$ cat src/hw/subsys_pkg.sv
// --------------------
// Shared widths, address map and constants of the host subsystem
// One 64-bit data word per access, addresses split as page and offset
// Region bounds are checked against offsets, not full addresses
// --------------------

package subsys_pkg;

  // --------------------
  // Widths and base types
  // --------------------
  localparam int unsigned AddrWidth = 32;
  localparam int unsigned DataWidth = 64;
  localparam int unsigned ByteCount = DataWidth / 8;
  // Byte address bits below the word index
  localparam int unsigned WordLsb   = $clog2(ByteCount);

  typedef logic [AddrWidth-1:0] addr_t;
  typedef logic [DataWidth-1:0] data_t;
  typedef logic [ByteCount-1:0] be_t;

  typedef struct packed {
    logic [15:0] page;
    logic [15:0] offset;
  } addr_fields_t;

  // Flat view for the master, page and offset view for decode
  typedef union packed {
    addr_t        raw;
    addr_fields_t fields;
  } addr_u;

  // --------------------
  // Address map
  // --------------------
  localparam logic [15:0] RomPage     = 16'h0001;
  localparam logic [15:0] RomLength   = 16'd128;
  localparam logic [15:0] ClintPage   = 16'h0200;
  localparam logic [15:0] ClintLength = 16'hC000;
  localparam logic [15:0] L2Page      = 16'h1C00;
  localparam logic [15:0] L2Length    = 16'h8000;

  // Response source of the previous cycle
  typedef enum logic [1:0] {
    TgtNone,
    TgtRom,
    TgtL2,
    TgtClint
  } tgt_e;

  // CLINT register offsets within its page
  localparam logic [15:0] MsipOffset     = 16'h0000;
  localparam logic [15:0] MtimecmpOffset = 16'h4000;
  localparam logic [15:0] MtimeOffset    = 16'hBFF8;

  // --------------------
  // Memories
  // --------------------
  localparam int unsigned RomWords    = 16;
  localparam int unsigned RomIdxWidth = $clog2(RomWords);
  localparam int unsigned L2Words     = int'(L2Length) / ByteCount;
  localparam int unsigned L2IdxWidth  = $clog2(L2Words);

  // Two RV64 instructions per word, lower half executes first
  localparam data_t rom_image [RomWords] = '{
    64'h00000297_f1402573, 64'h01028293_00000597,
    64'h0005b503_00058593, 64'h00050463_00000013,
    64'h10500073_000280e7, 64'hffdff06f_10500073,
    64'h00000013_00000013, 64'h00000013_00000013,
    64'h80000000_00000000, 64'h00000000_1c000000,
    64'hdeadbeef_cafef00d, 64'h0123_4567_89ab_cdef,
    64'hfedc_ba98_7654_3210, 64'h5a5a_5a5a_a5a5_a5a5,
    64'h0000_0000_0000_0001, 64'hffff_ffff_ffff_fffe
  };

  // Hold-off of the hart debug request after reset
  localparam int unsigned DebugDelayCycles = 64;
  localparam int unsigned DebugCntWidth    = $clog2(DebugDelayCycles + 1);

  // Read data of an erroring or write response
  localparam data_t ErrRdata = '0;

endpackage
$ cat src/hw/debug_req_gate.sv
// --------------------
// Holds off the hart debug request after reset
// Masked for DebugDelayCycles cycles, then passed through unregistered
// --------------------

module debug_req_gate
  import subsys_pkg::*;
(
  input  logic clk_i,
  input  logic ndmreset_n,
  input  logic debug_req_i,
  output logic debug_req_o
);

  logic [DebugCntWidth-1:0] cnt_q;
  logic                     hold;

  assign hold = cnt_q != '0;

  // Down counter, parks at zero
  always_ff @(posedge clk_i or negedge ndmreset_n) begin
    if (!ndmreset_n) begin
      cnt_q <= DebugCntWidth'(DebugDelayCycles);
    end else if (hold) begin
      cnt_q <= cnt_q - 1'b1;
    end
  end

  assign debug_req_o = debug_req_i & ~hold;

endmodule

$ cat config.mk
export PLATFORM = sky130hd
export DESIGN_NAME = debug_req_gate
export DESIGN_NICKNAME = d
export VERILOG_FILES = /design/src/hw/subsys_pkg.sv /design/src/hw/debug_req_gate.sv
export SDC_FILE = /design/constraint.sdc
export NUM_CORES = 1
export LEC_CHECK = 0
export ABC_AREA = 1
export BUFFER_PORTS_ARGS = -buffer_cell sky130_fd_sc_hd__buf_2
export CAP_MARGIN = 20
export CORE_AREA = 2 2 39 41
export DETAILED_ROUTE_END_ITERATION = 10
export DIE_AREA = 0 0 41 43
export PLACE_DENSITY = 0.56
export SLEW_MARGIN = 20
export SYNTH_ARGS = -nofsm -noshare
export SYNTH_HDL_FRONTEND = slang
export SYNTH_SLANG_ARGS = --single-unit
$ cat constraint.sdc
create_clock -name clk_i -period 2 [get_ports clk_i]
set_input_delay 0.4 -clock clk_i [delete_from_list [all_inputs] [get_ports clk_i]]
set_output_delay 0.4 -clock clk_i [all_outputs]
set_load 0.1 [all_outputs]
==> flow_metrics.env <==
export IMPL_outcome="completed"
export IMPL_h_tree_depth=1
export IMPL_finalHoldViolCount=0
export IMPL_synth_cells=59
export IMPL_syn_num_nets=64
export IMPL_worstMarginPinSlew_ns=0.223
export IMPL_drive_above_1_share_pct=29.9
export IMPL_vias=350
export IMPL_switchingPower_w=0.0000650
export IMPL_start_util_pct=31.7
export IMPL_worstSetupEndpointType="primary output"
export IMPL_rsz0062_at_grt="no"
export IMPL_routed_via_density=4.22
export IMPL_syn_avg_cell_area_sq_um=7.44
export IMPL_clk_pin_slew_ns=0.05
export IMPL_grt_use_total_pct=11.5
export IMPL_synth_seq_area_share_pct=40.2
export IMPL_syn_cell_area_sq_um=439
export IMPL_final_cells=83
export IMPL_synth_top_area_share_pct=34.2
export IMPL_fin_crit_sh_pct=94.3
export IMPL_antenna_found_initial=0
export IMPL_yosysTopAreaCell="dfrtp_1"
export IMPL_clkPwrFrac_pct=44.1
export IMPL_maxCapViolations=0
export IMPL_grt_max_degree=8
export IMPL_dp_cells=78
export IMPL_period_needed_ns=1.89
export IMPL_portBuffers=3
export IMPL_hold_class="input pin to async pin"
export IMPL_ys_top_cells_by_area="dfrtp_1 34%, nand2_1 11%, inv_1 8.5%"
export IMPL_drv_slew=0
export IMPL_wire_per_inst_um=8.52
export IMPL_worstPathArrival_ns=1.49
export IMPL_wl_um=707
export IMPL_overflow=0
export IMPL_cts_sinks=7
export IMPL_p_seq_share_pct=48.8
export IMPL_globalplace_congestion=0.789
export IMPL_tns_ns=0
export IMPL_swShare_pct=22.3
export IMPL_setup_viol=0
export IMPL_cp_start_kind="flip-flop"
export IMPL_cts_buffers=3
export IMPL_die_h_um=43
export IMPL_grt_pass1_vias=326
export IMPL_yosys_warnings=0
export IMPL_clkLatencyLatePin_ns=0.25
export IMPL_firstDrtPassIters=2
export IMPL_leakage_nw=0.289
export IMPL_ys_ff_latch=7
export IMPL_rows=14
export IMPL_clock_root_buffer="clkbuf_4"
export IMPL_core_area_sq_um=1380
export IMPL_crit_fanout=7
export IMPL_crit_required_ns=1.60
export IMPL_clock_skew_ns=0.00315
export IMPL_drc=0
export IMPL_fp_dieW_um=41
export IMPL_reg_largest_list="cnt_q (7)"
export IMPL_regMostFlops="cnt_q"
export IMPL_vdd_drop_max_mv=0.355
export IMPL_synth_distinct_cells=16
export IMPL_finalPower_w=0.000291
export IMPL_pin_count=4
export IMPL_grt_pass1_wl_um=1300
export IMPL_power_density_nw_per_um2=541
export IMPL_ant_nets=0
export IMPL_cts_tree="built"
export IMPL_largest_reg_flops=7
export IMPL_slew_headroom_pct=85.0
export IMPL_critPathKind="flip-flop to primary output"
export IMPL_max_freq_mhz=530
export IMPL_combPwrFrac_pct=7.1
export IMPL_final_nets=73
export IMPL_antenna_cells=0
export IMPL_die_area_sq_um=1760
export IMPL_area_delta_synth_final_pct=22.5
export IMPL_hpwl_um=540
export IMPL_cts_max_path_buffers=2
export IMPL_internal_power_w=0.000226
export IMPL_drtIter0Drc=10
-- worst max-delay path: stages (launching register included) --
cell and delay [ns]:
dfrtp_1 0.40, inv_2 0.10, ha_1 0.15, inv_1 0.06
nor2_4 0.13, nand2_4 0.10, nor2_4 0.11, buf_12 0.18
-- area by class of cell --
type	instances	area, sq um
flip-flops and latches	7	176
repair buffers	4	40.0
well taps	16	20.0
fillers	143	846
clock buffers	4	26.3
inverters	12	45.0
multi-input cells	40	230
-- cell usage after synthesis --
cell type / n
inv_2: 2
nor2_2: 5
dfstp_2: 1
nor2_4: 1
nand2_4: 1
nor3_1: 1
nand2_2: 2
a21oi_1: 1
nand2_1: 13
nand3_1: 4
xnor2_1: 1
nor2_1: 7
ha_1: 2
inv_1: 10
dfrtp_1: 6
nand4_1: 2
-- power groups by stage --
stage	combinational, W	clock (W)	sequential, W
final	0.0000207	0.000128	0.000142
after global routing	0.0000218	0.000141	0.000142
after CTS	0.0000211	0.000132	0.000142
after detailed placement	0.0000195	0	0.000144
after global placement	0.0000195	0	0.000144
after floorplan	0.0000100	0	0.000144
-- layout by cell type, fill, tap and decap left out, types with 3 or more instances in the layout --
master | synthesis | layout
nand2_1 | 13 | 13
nor2_1 | 7 | 6
nor2_2 | 5 | 4
dfrtp_1 | 6 | 6
nand3_1 | 4 | 4
inv_1 | 10 | 9
nor2_4 | 1 | 3
inv_2 | 2 | 3
clkbuf_4 | 0 | 3
-- cell families after synthesis --
kind of cell / Yosys count / share of synthesized area, %
simple gates: 36 / 40.7
buf+inv: 12 / 10.3
flops: 7 / 40.2
fa+ha+maj: 2 / 5.70
compound gates: 1 / 1.14
xor+xnor: 1 / 1.99
-- path summary, 6_finish.rpt --
check | start | slack, ns | end | cells past startpoint
max reg2reg | cnt_q[0] | 0.83 | cnt_q[5] | 7
min in group clk_i | cnt_q[0] | 0.56 | cnt_q[0] | 2
min reg2reg | cnt_q[0] | 0.56 | cnt_q[0] | 2
max in group asynchronous | ndmreset_n | 1.25 | cnt_q[6] | 2
min | ndmreset_n | 0.51 | cnt_q[0] | 2
max | cnt_q[0] | 0.11 | debug_req_o | 7
-- layer usage --
layer  global-route usage (%)  share of wire (%)  vias up
met2                     13.4                 43        5
met1                     16.4                 52      148
li1                         -                  -      194
met4                     12.0                3.8        0
met3                     1.57               0.99        3
met5                        0                  0        -
-- repair_timing --
item | CTS | global route
buffers inserted | 0 | 0
pin swaps | 0 | 0
hold endpoints to repair | 6 | 0
hold buffers | 1 | 0
setup endpoints to repair | 1 | 1
resized for setup | 1 | 1
-- through the flow --
step	hold slack, ns	cell area [sq um]	worst slack, ns	util, %
floorplan	0.104	447	0.182	-
global placement	0.243	497	0.297	35.9
detailed placement	0.244	497	0.263	35.9
CTS	0.512	538	0.0390	38.9
global route	0.522	538	0.0295	38.9
finish	0.513	538	0.113	38.9
(Power assumes the default switching activity.)
