`src/hw/subsys_pkg.sv`:
```
// --------------------
// Shared widths, address map and constants of the host subsystem
// One 64-bit data word per access, addresses split as page and offset
// Region bounds are checked against offsets, not full addresses
// --------------------

package subsys_pkg;

  // --------------------
  // Widths and base types
  // --------------------
  localparam int unsigned AddrWidth = 32;
  localparam int unsigned DataWidth = 64;
  localparam int unsigned ByteCount = DataWidth / 8;
  // Byte address bits below the word index
  localparam int unsigned WordLsb   = $clog2(ByteCount);

  typedef logic [AddrWidth-1:0] addr_t;
  typedef logic [DataWidth-1:0] data_t;
  typedef logic [ByteCount-1:0] be_t;

  typedef struct packed {
    logic [15:0] page;
    logic [15:0] offset;
  } addr_fields_t;

  // Flat view for the master, page and offset view for decode
  typedef union packed {
    addr_t        raw;
    addr_fields_t fields;
  } addr_u;

  // --------------------
  // Address map
  // --------------------
  localparam logic [15:0] RomPage     = 16'h0001;
  localparam logic [15:0] RomLength   = 16'd128;
  localparam logic [15:0] ClintPage   = 16'h0200;
  localparam logic [15:0] ClintLength = 16'hC000;
  localparam logic [15:0] L2Page      = 16'h1C00;
  localparam logic [15:0] L2Length    = 16'h8000;

  // Response source of the previous cycle
  typedef enum logic [1:0] {
    TgtNone,
    TgtRom,
    TgtL2,
    TgtClint
  } tgt_e;

  // CLINT register offsets within its page
  localparam logic [15:0] MsipOffset     = 16'h0000;
  localparam logic [15:0] MtimecmpOffset = 16'h4000;
  localparam logic [15:0] MtimeOffset    = 16'hBFF8;

  // --------------------
  // Memories
  // --------------------
  localparam int unsigned RomWords    = 16;
  localparam int unsigned RomIdxWidth = $clog2(RomWords);
  localparam int unsigned L2Words     = int'(L2Length) / ByteCount;
  localparam int unsigned L2IdxWidth  = $clog2(L2Words);

  // Two RV64 instructions per word, lower half executes first
  localparam data_t rom_image [RomWords] = '{
    64'h00000297_f1402573, 64'h01028293_00000597,
    64'h0005b503_00058593, 64'h00050463_00000013,
    64'h10500073_000280e7, 64'hffdff06f_10500073,
    64'h00000013_00000013, 64'h00000013_00000013,
    64'h80000000_00000000, 64'h00000000_1c000000,
    64'hdeadbeef_cafef00d, 64'h0123_4567_89ab_cdef,
    64'hfedc_ba98_7654_3210, 64'h5a5a_5a5a_a5a5_a5a5,
    64'h0000_0000_0000_0001, 64'hffff_ffff_ffff_fffe
  };

  // Hold-off of the hart debug request after reset
  localparam int unsigned DebugDelayCycles = 64;
  localparam int unsigned DebugCntWidth    = $clog2(DebugDelayCycles + 1);

  // Read data of an erroring or write response
  localparam data_t ErrRdata = '0;

endpackage
```
`src/hw/addr_decoder.sv`:
```
// --------------------
// Request decode and response routing for the host port
// Every request is accepted, its response follows one cycle later
// Unmapped pages, out-of-range offsets and ROM writes are errors
// --------------------

module addr_decoder
  import subsys_pkg::*;
(
  input  logic  clk_i,
  input  logic  ndmreset_n,
  input  logic  req_i,
  input  logic  we_i,
  input  addr_u addr_i,
  input  data_t rom_rdata_i,
  input  data_t l2_rdata_i,
  input  data_t clint_rdata_i,
  output logic  rom_req_o,
  output logic  l2_req_o,
  output logic  clint_req_o,
  output logic  rvalid_o,
  output data_t rdata_o,
  output logic  err_o
);

  logic rom_hit;
  logic l2_hit;
  logic clint_hit;
  logic legal;
  tgt_e tgt_d;
  tgt_e tgt_q;
  logic rvalid_q;
  logic err_q;

  // Page match plus offset within the region
  assign rom_hit   = (addr_i.fields.page == RomPage) &&
                     (addr_i.fields.offset < RomLength);
  assign l2_hit    = (addr_i.fields.page == L2Page) &&
                     (addr_i.fields.offset < L2Length);
  assign clint_hit = (addr_i.fields.page == ClintPage) &&
                     (addr_i.fields.offset < ClintLength);

  // ROM is read only
  assign rom_req_o   = req_i & rom_hit & ~we_i;
  assign l2_req_o    = req_i & l2_hit;
  assign clint_req_o = req_i & clint_hit;
  assign legal       = rom_req_o | l2_req_o | clint_req_o;

  // Writes and errors answer with ErrRdata
  always_comb begin
    tgt_d = TgtNone;
    if (legal && !we_i) begin
      if (rom_hit) tgt_d = TgtRom;
      else if (l2_hit) tgt_d = TgtL2;
      else tgt_d = TgtClint;
    end
  end

  // --------------------
  // Response stage
  // --------------------
  always_ff @(posedge clk_i or negedge ndmreset_n) begin
    if (!ndmreset_n) begin
      rvalid_q <= 1'b0;
      err_q    <= 1'b0;
      tgt_q    <= TgtNone;
    end else begin
      rvalid_q <= req_i;
      err_q    <= req_i & ~legal;
      tgt_q    <= tgt_d;
    end
  end

  always_comb begin
    unique case (tgt_q)
      TgtRom:   rdata_o = rom_rdata_i;
      TgtL2:    rdata_o = l2_rdata_i;
      TgtClint: rdata_o = clint_rdata_i;
      default:  rdata_o = ErrRdata;
    endcase
  end

  assign rvalid_o = rvalid_q;
  assign err_o    = err_q;

endmodule

```
`config.mk`:
```
export PLATFORM = sky130hd
export DESIGN_NAME = addr_decoder
export DESIGN_NICKNAME = d
export VERILOG_FILES = /design/src/hw/subsys_pkg.sv /design/src/hw/addr_decoder.sv
export SDC_FILE = /design/constraint.sdc
export NUM_CORES = 1
export LEC_CHECK = 0
export BUFFER_PORTS_ARGS = -buffer_cell sky130_fd_sc_hd__buf_2
export CORE_AREA = 3 3 114 116
export DETAILED_ROUTE_END_ITERATION = 12
export DIE_AREA = 0 0 117 119
export PLACE_DENSITY = 0.47
export SLEW_MARGIN = 20
export SYNTH_ARGS = -nofsm -noshare
export SYNTH_HDL_FRONTEND = slang
export SYNTH_SLANG_ARGS = --single-unit
```
`constraint.sdc`:
```
create_clock -name clk_i -period 2.6 [get_ports clk_i]
set_input_delay 0.65 -clock clk_i [delete_from_list [all_inputs] [get_ports clk_i]]
set_output_delay 0.65 -clock clk_i [all_outputs]
set_load 0.01 [all_outputs]
```
==> impl_metrics.py <==
metrics = {
    "worst_setup_path": {
        "path_cells": "buf_12 -> mux2_2 -> a22o_1 -> buf_2",
        "launch_point_of_the_worst_path": "tgt_q[0]$_DFF_PN0_",
        "worst-endpoint-required_ns": 1.95,
        "critical_path_peak_fanout": 29,
        "critical_path_buf_inv_count": 2,
        "cp-end-kind": "output pin",
        "cpMaxStageDelayCell": "dfrtp_4",
        "cpPeakStageDelay_ns": 0.55,
        "path_depth": 4,
        "largest_delay_share_family_worst_path": "flip-flops",
        "crit_path_start_kind": "flip-flop",
        "cp.arrival_ns": 1.74,
        "worst-setup-path-type": "flip-flop to output pin",
    },
    "sta": {
        "tightest_slew_ns": 0.411,
        "final.setup.worst_slack_ns": 0.209,
        "hold_violations": 0,
        "tns_ns": 0,
        "slew-limit-headroom_pct": 72.6,
        "report.final.slew_viol_count": 0,
        "final_period_minus_worst_setup_slack_ns": 2.39,
        "max_freq_mhz": 418,
        "rsz0062_at_grt": "no",
        "worst_hold_slack_ns": 0.222,
        "finalCritPeriodShare_pct": 92.0,
        "timing.final.setup_violations": 0,
    },
    "clocking": {
        "htree_levels": 1,
        "clk_pin_slew_ns": 0.03,
        "holdBufCountCts": 0,
        "clkSinkCount": 4,
        "clock_path_buffers": 2,
        "tritoncts": "done",
        "cts.repair.resized": 0,
        "cts-root-buf": "clkbuf_16",
        "cts_made_buffers": 3,
        "cts_setup_buffers": 0,
    },
    "drt": {
        "via_per_inst": 4.46,
        "drtPass1Iterations": 4,
        "detailedRoute.firstIterationViolations": 50,
        "drcViolationCount": 0,
        "finalWirelength_mm": 8.69,
        "post_drt_wl_per_cell_um": 14.5,
        "dr_total_vias": 2683,
        "drt.antenna.violating_nets": 0,
    },
    "die": {
        "fp.dieArea_um2": 13900,
        "fp.dieH_um": 119,
        "initial_core_utilization_pct": 15.8,
        "core_region_area_um2": 12000,
        "die-width_um": 117,
        "placement_rows": 40,
        "io-pin-count": 297,
    },
    "finish": {
        "flow.area_growth_from_synthesis_pct": 88.4,
        "final_util_pct": 29.7,
        "final_layout_size_suffix_gt1_share_pct": 80.6,
        "mostFrequentLayoutCells": "289 x buf_2, 64 x a22o_1, 60 x mux2_4",
        "most_common_cell_after_layout_fill_and_taps_aside": "buf_2",
        "antenna_cells_inserted": 0,
        "fin_nets": 683,
        "final_cells": 601,
    },
    "logic_synthesis": {
        "synth_cell_type_count": 22,
        "synthesis.area_um2": 1890,
        "synth_top_flop_cell": "dfrtp_1",
        "syn_area_per_cell_um2": 10.8,
        "ys_seq_elements": 4,
        "yosys_warning_total": 0,
        "synth-edff-count": 0,
        "synth-seq-area-share_pct": 5.28,
        "syn_nets": 404,
        "syn_inst": 176,
        "postSynth.asyncResetShare_pct": 100,
    },
    "place": {
        "detailedPlace.worstSlack_ns": 0.307,
        "detailedPlacementHpwl_mm": 7.42,
        "dpl.cell_count": 597,
        "placement.io_buffers": 289,
        "routabilityCongestion": 0.731,
    },
    "run": {
        "number_of_maximum_capacitance_constraint_violations": 0,
    },
    "power_and_ir_drop": {
        "switching_power_total_mw": 0.116,
        "intPower_mw": 0.451,
        "power-per-cell-area_nw_per_um2": 159,
        "share_comb_of_total_power_pct": 45.1,
        "pwr-share-clk_pct": 43.5,
        "power_switching_share_pct": 20.5,
        "ir_worst_vdd_uv": 248,
        "power.static_leakage_nw": 2.04,
        "p_seq_share_pct": 11.4,
    },
    "grt": {
        "grt-ovfl-total": 0,
        "grtUsageTotal_pct": 10.7,
        "grt_max_degree": 39,
        "grt_pass1_wl_mm": 12.5,
        "grt_pass1_vias": 2640,
        "antenna_found_initial": 0,
    },
    "hold_path": {
        "timing.hold.worst.class": "input pin to asynchronous set/reset pin",
    },
    "outcome": {
        "outcome": "finished clean",
    },
}
[state kept, by name, summed over array words and instances, names as in the netlist]
| name | count |
|---|---|
| tgt_q | 2 |
| rvalid_o | 1 |
| err_o | 1 |
[power by group through the flow]
stage,Sequential (mW),Clock (mW),Combinational [mW]
after CTS,0.0646,0.251,0.258
final,0.0646,0.247,0.255
after detailed placement,0.0653,0,0.257
after global placement,0.0653,0,0.250
after global routing,0.0647,0.257,0.280
after floorplan,0.0663,0,0.0804
[cell type report]
cell class,count,area (µm²)
Fill cell,1287,8440
Multi-Input combinational cell,151,1660
Timing Repair Buffer,295,1540
Tap cell,147,184
Sequential cell,4,105
Clock buffer,4,78.8
[worst max-delay path by stage]
stage                        endpoint  slack [ns]
after floorplan             rom_req_o        0.50
after global placement      rom_req_o        0.29
after detailed placement    rom_req_o        0.31
after CTS                 rdata_o[33]        0.20
after global routing      rdata_o[51]        0.14
final                     rdata_o[33]        0.21
[Yosys cell counts, drive strengths merged, types with 2 or more instances]
library cell,instances,share of area [%]
mux2,64,50
nand2,3,0.73
dfrtp,4,5.3
nor2,2,0.40
nand4b,2,0.92
a22o,64,30
nor3,4,1.1
nor4,3,0.99
clkbuf,6,1.2
buf,15,6.3
[cell families after synthesis]
logic type / after synthesis / synth area share (%)
compound gates: 67 / 30.8
buf+inv: 21 / 7.46
flops: 4 / 5.28
mux: 64 / 49.9
simple gates: 20 / 6.54
[routing by layer]
layer	vias up	part of all wire, %	GRT usage [%]
met2	163	53	21.6
met3	8	9.5	1.52
met5	-	0	0
met1	1231	36	11.6
li1	1281	-	-
met4	0	0.93	1.58
[metrics by stage]
stage | power, mW | cell area [µm²]
2_1_floorplan | 0.147 | 1890
3_3_place_gp | 0.316 | 3490
4_1_cts | 0.573 | 3570
3_5_place_dp | 0.322 | 3490
5_1_grt | 0.602 | 3570
6_report | 0.567 | 3570
Power figures use the tool's default switching activity.
