**src/hw/subsys_pkg.sv**
```systemverilog
// --------------------
// Shared widths, address map and constants of the host subsystem
// One 64-bit data word per access, addresses split as page and offset
// Region bounds are checked against offsets, not full addresses
// --------------------

package subsys_pkg;

  // --------------------
  // Widths and base types
  // --------------------
  localparam int unsigned AddrWidth = 32;
  localparam int unsigned DataWidth = 64;
  localparam int unsigned ByteCount = DataWidth / 8;
  // Byte address bits below the word index
  localparam int unsigned WordLsb   = $clog2(ByteCount);

  typedef logic [AddrWidth-1:0] addr_t;
  typedef logic [DataWidth-1:0] data_t;
  typedef logic [ByteCount-1:0] be_t;

  typedef struct packed {
    logic [15:0] page;
    logic [15:0] offset;
  } addr_fields_t;

  // Flat view for the master, page and offset view for decode
  typedef union packed {
    addr_t        raw;
    addr_fields_t fields;
  } addr_u;

  // --------------------
  // Address map
  // --------------------
  localparam logic [15:0] RomPage     = 16'h0001;
  localparam logic [15:0] RomLength   = 16'd128;
  localparam logic [15:0] ClintPage   = 16'h0200;
  localparam logic [15:0] ClintLength = 16'hC000;
  localparam logic [15:0] L2Page      = 16'h1C00;
  localparam logic [15:0] L2Length    = 16'h8000;

  // Response source of the previous cycle
  typedef enum logic [1:0] {
    TgtNone,
    TgtRom,
    TgtL2,
    TgtClint
  } tgt_e;

  // CLINT register offsets within its page
  localparam logic [15:0] MsipOffset     = 16'h0000;
  localparam logic [15:0] MtimecmpOffset = 16'h4000;
  localparam logic [15:0] MtimeOffset    = 16'hBFF8;

  // --------------------
  // Memories
  // --------------------
  localparam int unsigned RomWords    = 16;
  localparam int unsigned RomIdxWidth = $clog2(RomWords);
  localparam int unsigned L2Words     = int'(L2Length) / ByteCount;
  localparam int unsigned L2IdxWidth  = $clog2(L2Words);

  // Two RV64 instructions per word, lower half executes first
  localparam data_t rom_image [RomWords] = '{
    64'h00000297_f1402573, 64'h01028293_00000597,
    64'h0005b503_00058593, 64'h00050463_00000013,
    64'h10500073_000280e7, 64'hffdff06f_10500073,
    64'h00000013_00000013, 64'h00000013_00000013,
    64'h80000000_00000000, 64'h00000000_1c000000,
    64'hdeadbeef_cafef00d, 64'h0123_4567_89ab_cdef,
    64'hfedc_ba98_7654_3210, 64'h5a5a_5a5a_a5a5_a5a5,
    64'h0000_0000_0000_0001, 64'hffff_ffff_ffff_fffe
  };

  // Hold-off of the hart debug request after reset
  localparam int unsigned DebugDelayCycles = 64;
  localparam int unsigned DebugCntWidth    = $clog2(DebugDelayCycles + 1);

  // Read data of an erroring or write response
  localparam data_t ErrRdata = '0;

endpackage
```
**src/hw/clint_timer.sv**
```systemverilog
// --------------------
// CLINT-style timer for one hart
// rtc_i is synchronous to clk_i, mtime advances every second rising edge
// Unknown offsets read zero and drop writes
// --------------------

module clint_timer
  import subsys_pkg::*;
(
  input  logic        clk_i,
  input  logic        ndmreset_n,
  input  logic        rtc_i,
  input  logic        req_i,
  input  logic        we_i,
  input  logic [15:0] offset_i,
  input  be_t         be_i,
  input  data_t       wdata_i,
  output data_t       rdata_o,
  output logic        timer_irq_o,
  output logic        ipi_o
);

  logic  rtc_q;
  logic  rtc_rise;
  logic  div_q;
  logic  tick;
  logic  sel_msip;
  logic  sel_cmp;
  logic  sel_time;
  logic  msip_q;
  logic  ipi_q;
  logic  timer_irq_q;
  data_t mtime_q;
  data_t mtimecmp_q;
  data_t rd_mux;
  data_t rdata_q;

  function automatic data_t merge_bytes(data_t old_v, data_t new_v, be_t be);
    data_t res;
    res = old_v;
    for (int b = 0; b < ByteCount; b++) begin
      if (be[b]) res[b*8 +: 8] = new_v[b*8 +: 8];
    end
    return res;
  endfunction

  // --------------------
  // RTC divider
  // --------------------
  assign rtc_rise = rtc_i & ~rtc_q;
  // Increment when the divide-by-two flag wraps
  assign tick     = rtc_rise & div_q;

  always_ff @(posedge clk_i or negedge ndmreset_n) begin
    if (!ndmreset_n) begin
      rtc_q <= 1'b0;
      div_q <= 1'b0;
    end else begin
      rtc_q <= rtc_i;
      if (rtc_rise) div_q <= ~div_q;
    end
  end

  // Word-aligned register select
  assign sel_msip = offset_i[15:WordLsb] == MsipOffset[15:WordLsb];
  assign sel_cmp  = offset_i[15:WordLsb] == MtimecmpOffset[15:WordLsb];
  assign sel_time = offset_i[15:WordLsb] == MtimeOffset[15:WordLsb];

  // --------------------
  // Registers
  // --------------------
  always_ff @(posedge clk_i or negedge ndmreset_n) begin
    if (!ndmreset_n) begin
      mtime_q     <= '0;
      mtimecmp_q  <= '1;
      msip_q      <= 1'b0;
      ipi_q       <= 1'b0;
      timer_irq_q <= 1'b0;
    end else begin
      // A software write to mtime wins over a tick
      if (req_i && we_i && sel_time) begin
        mtime_q <= merge_bytes(mtime_q, wdata_i, be_i);
      end else if (tick) begin
        mtime_q <= mtime_q + 1'b1;
      end
      if (req_i && we_i && sel_cmp) begin
        mtimecmp_q <= merge_bytes(mtimecmp_q, wdata_i, be_i);
      end
      if (req_i && we_i && sel_msip && be_i[0]) begin
        msip_q <= wdata_i[0];
      end
      ipi_q       <= msip_q;
      timer_irq_q <= mtime_q >= mtimecmp_q;
    end
  end

  always_comb begin
    rd_mux = '0;
    if (sel_msip) rd_mux[0] = msip_q;
    else if (sel_cmp) rd_mux = mtimecmp_q;
    else if (sel_time) rd_mux = mtime_q;
  end

  always_ff @(posedge clk_i) begin
    if (req_i && !we_i) begin
      rdata_q <= rd_mux;
    end
  end

  assign rdata_o     = rdata_q;
  assign timer_irq_o = timer_irq_q;
  assign ipi_o       = ipi_q;

endmodule

```
**config.mk**
```make
export PLATFORM = sky130hd
export DESIGN_NAME = clint_timer
export DESIGN_NICKNAME = d
export VERILOG_FILES = /design/src/hw/subsys_pkg.sv /design/src/hw/clint_timer.sv
export SDC_FILE = /design/constraint.sdc
export NUM_CORES = 1
export LEC_CHECK = 0
export ABC_AREA = 0
export BUFFER_PORTS_ARGS = -buffer_cell sky130_fd_sc_hd__buf_2
export CORE_MARGIN = 10
export CORE_UTILIZATION = 38
export DETAILED_ROUTE_END_ITERATION = 10
export PLACE_DENSITY = 0.57
export SYNTH_ARGS = -nofsm -noshare
export SYNTH_HDL_FRONTEND = slang
export SYNTH_SLANG_ARGS = --single-unit
```
**constraint.sdc**
```tcl
create_clock -name clk_i -period 2.4 [get_ports clk_i]
set_input_delay 0.36 -clock clk_i [delete_from_list [all_inputs] [get_ports clk_i]]
set_output_delay 0.36 -clock clk_i [all_outputs]
set_load 0.05 [all_outputs]
```
==> impl_results.rst <==
.. list-table::
   :header-rows: 1

   * - Metric
     - Value
   * - Dominant register cell in the synthesized netlist
     - dfrtp_1
   * - Startpoint of the most critical hold path
     - rtc_i
   * - Type of element capturing the critical path
     - register
   * - Worst skew pair latency
     - 0.45 ns
   * - Maximum number of pins on one net before global-route repair
     - 70
   * - Library cell contributing the largest single delay on the critical path
     - or4_1
   * - Final cell count without fillers
     - 1729
   * - Global-route wire length before repair
     - 53900 um
   * - Drt first-iter violations
     - 618
   * - Leakage power total
     - 0.00585 uW
   * - Clock Pin Slew Worst Setup and Hold Paths
     - 0.08 ns
   * - Clock network power share
     - 38.4%
   * - Instance count along the most critical hold path
     - 1
   * - Number of instances in the synthesized netlist
     - 1074
   * - Overflow after GRT
     - 0
   * - Total CTS buffers
     - 17
   * - Count of distinct cell types in the synthesized netlist
     - 74
   * - Post-layout net count
     - 1489
   * - Number of vias after detailed routing
     - 9481
   * - Number of global-route vias before repair
     - 9449
   * - Max H-tree Level
     - 4
   * - Worst slack after detailed placement
     - -0.0264 ns
   * - Wire length after detailed routing
     - 34400 um
   * - EDFF count, synth
     - 64
   * - Launch instance of the worst register-to-register path
     - mtime_q[8]
   * - Largest voltage drop on the vdd net
     - 0.430 mV
   * - Setup violators final
     - 0
   * - Cell total after placement
     - 1694
   * - Routed wire length per instance
     - 19.9 um
   * - Measured slew at the worst slew-check pin
     - 0.505 ns
   * - HPWL reported at the end of detailed placement
     - 26200 um
   * - Reg2Reg Depth
     - 7
   * - Hold endpoint
     - rtc_q
   * - Worst Path Required
     - 2.78 ns
   * - Share of total power in combinational logic
     - 13.4%
   * - Antenna-violating nets left
     - 0
   * - Fraction of registers with async set or reset after synthesis
     - 67.5%
   * - Worst flop-to-flop path endpoint
     - mtime_q[60]
   * - Sequential element share of the synthesized area
     - 48.0%
   * - Average vias per placed instance
     - 5.48
   * - Finished Core Util
     - 48.2%
   * - Rows
     - 62
   * - Shortest clock period the worst path allows after layout
     - 2.34 ns
   * - Reg2Reg Setup Slack
     - 0.06 ns
   * - Hold Path Class
     - in -> reg
   * - Starting Density
     - 38.6%
   * - Syn Nets
     - 1232
   * - Clock tree from TritonCTS
     - done
   * - Overall Global Routing Usage
     - 18.9%
   * - Number of antenna violations at the first check in global routing
     - 1
   * - CP bufs+invs
     - 1
   * - Setup slack of the critical path after layout
     - 0.0553 ns
   * - RSZ-0062 raised after global routing
     - yes
   * - P&R area growth vs syn
     - 25.1%
   * - Buffers from clock root to sink, at most
     - 2
   * - Maximum single-stage delay on the critical path
     - 0.59 ns
   * - Synth Register Bits
     - 197
   * - Worst-path maximum fanout
     - 7
   * - CP startpoint kind
     - register
   * - Gate family responsible for the most delay along the worst path
     - simple AND/OR/NAND/NOR gates
   * - CTS Root Buffer Type
     - clkbuf_16
   * - Mean cell area of the mapped netlist
     - 10.3 um2
   * - Proportion of layout cells with a drive suffix above 1
     - 35.6%
   * - CP arrival
     - 2.73 ns
   * - Final Slew Violations
     - 0
   * - Yosys synthesis warning count
     - 0
   * - Die boundary height
     - 191 um
   * - Number of sinks driven by the clock tree
     - 197
   * - Most frequent cells in the layout
     - 154 x buf_2, 117 x buf_4, 102 x nand2_1
   * - Critical path depth in cells
     - 7
   * - Total core area
     - 28800 um2
   * - Count of input and output buffers
     - 155
   * - Pwr/cell area
     - 551 nW/um2
   * - Total die area
     - 36400 um2
   * - Net load switching power
     - 2200 uW
   * - Sequential Power Share
     - 48.2%
   * - GPL Wtd Cong
     - 0.889
   * - Chip Width
     - 191 um
   * - Crit-path cells
     - nand4_2 -> nor4_4 -> buf_4 -> nand4_2 -> or4_1 -> xor2_1 -> a21oi_1
   * - Detailed-routing iteration count for the pre-antenna-repair pass
     - 5
   * - Slew Limit Headroom
     - 66.0%
   * - Synthesized area
     - 11100 um2
   * - Design Power
     - 7650 uW
   * - Critical setup path kind
     - reg -> reg
   * - DRC
     - 0
   * - Period Utilization, post-route
     - 97.7%
   * - Final number of hold-violating endpoints
     - 0
   * - I/O Pins
     - 159
   * - Most common cell after layout, fill and taps aside
     - buf_2
   * - F_max
     - 0.426 GHz
   * - Status
     - finished clean
   * - Net Sw Frac
     - 28.8%
   * - Setup skew after layout
     - 0.0145 ns
   * - Int Pwr
     - 5450 uW
   * - Most prevalent standard cell on the critical path
     - nand4_2
   * - Number of max-cap violations
     - 0
==> flip-flops by register name, summed over array words and instances, names as in the netlist <==
signal,cells
ipi_o,1
mtimecmp_q,64
mtime_q,64
timer_irq_o,1
msip_q,1
div_q,1
rtc_q,1
rdata_o,64
==> repair_timing <==
| action | in CTS | in global routing |
|---|---|---|
| hold buffers | 1 | 0 |
| endpoints found under the setup margin | 2 | 18 |
| gates resized for setup | 3 | 14 |
| gates cloned | 0 | 0 |
| pin swaps | 0 | 1 |
| endpoints found under the hold margin | 5 | 0 |
| buffers inserted | 0 | 1 |
==> power by group through the flow <==
| stage | Clock (uW) | Combinational, uW | Sequential [uW] |
|---|---|---|---|
| floorplan | 0 | 458 | 3810 |
| global placement | 0 | 1000 | 3740 |
| detailed placement | 0 | 1010 | 3740 |
| CTS | 3020 | 1020 | 3680 |
| global route | 3140 | 1130 | 3700 |
| finish | 2940 | 1020 | 3690 |
==> cells in the mapped netlist (all sizes together) (7+ instances only) <==
cell	instances	area [um2]
nor4	18	140
a21o	11	82.6
mux2	65	732
edfxtp	64	1920
dfrtp	69	1730
o22ai	12	75.1
a21oi	58	290
nand4	39	256
or3	8	55.1
o21ai	38	190
ha	65	813
clkbuf	30	118
nor3	32	171
buf	12	80.1
a22o	52	457
o21a	7	52.6
o31ai	9	67.6
nor2	58	218
inv	85	319
nand2	103	389
a211oi	18	135
and3	14	87.6
mux2i	12	120
nand3	52	265
dfstp	64	1680
==> per-stage QoR <==
step	instance area (um2)	setup TNS (ns)	hold WS, ns
4_1_cts	13800	0	0.0586
3_5_place_dp	13200	-0.0282	0.194
2_1_floorplan	11100	0	0.0644
3_3_place_gp	13200	0	0.193
5_1_grt	13900	-0.0767	0.0602
6_report	13900	0	0.0694
==> worst max-delay path by stage <==
stage / slack (ns) / start / endpoint
finish: 0.06 / mtime_q[8] / mtime_q[60]
global route: -0.06 / mtime_q[14] / mtime_q[60]
CTS: 0.001 / mtime_q[11] / mtime_q[60]
global placement: 0.0005 / offset_i[6] / mtime_q[17]
detailed placement: -0.03 / offset_i[6] / mtime_q[17]
floorplan: 0.22 / mtime_q[8] / mtime_q[27]
==> metal layers <==
| metal | part of all wire, % | global-route usage [%] | up-vias |
|---|---|---|---|
| met2 | 47 | 30.1 | 233 |
| met4 | 2.1 | 6.30 | 0 |
| met3 | 4.5 | 2.97 | 40 |
| met1 | 47 | 25.7 | 4655 |
| met5 | 0 | 0 | - |
| li1 | - | - | 4553 |
==> cells by family after synthesis <==
logic type / share of synthesized area [%]
AO/OA/AOI/OAI: 15.7
multiplexers: 7.68
adder cells (fa/ha/maj): 7.33
buffers and inverters: 4.66
flip-flops: 48.0
XOR/XNOR: 0.316
AND/OR/NAND/NOR: 16.3
==> final cells by class <==
class	count	area, um2
Timing Repair Buffer	280	1820
Sequential cell	197	5340
Multi-Input combinational cell	750	5330
Fill cell	2676	14900
Clock inverter	14	165
Antenna cell	1	2.50
Inverter	85	319
Clock buffer	18	429
Tap cell	384	480
Note: power is estimated with default switching activity, not from simulation.
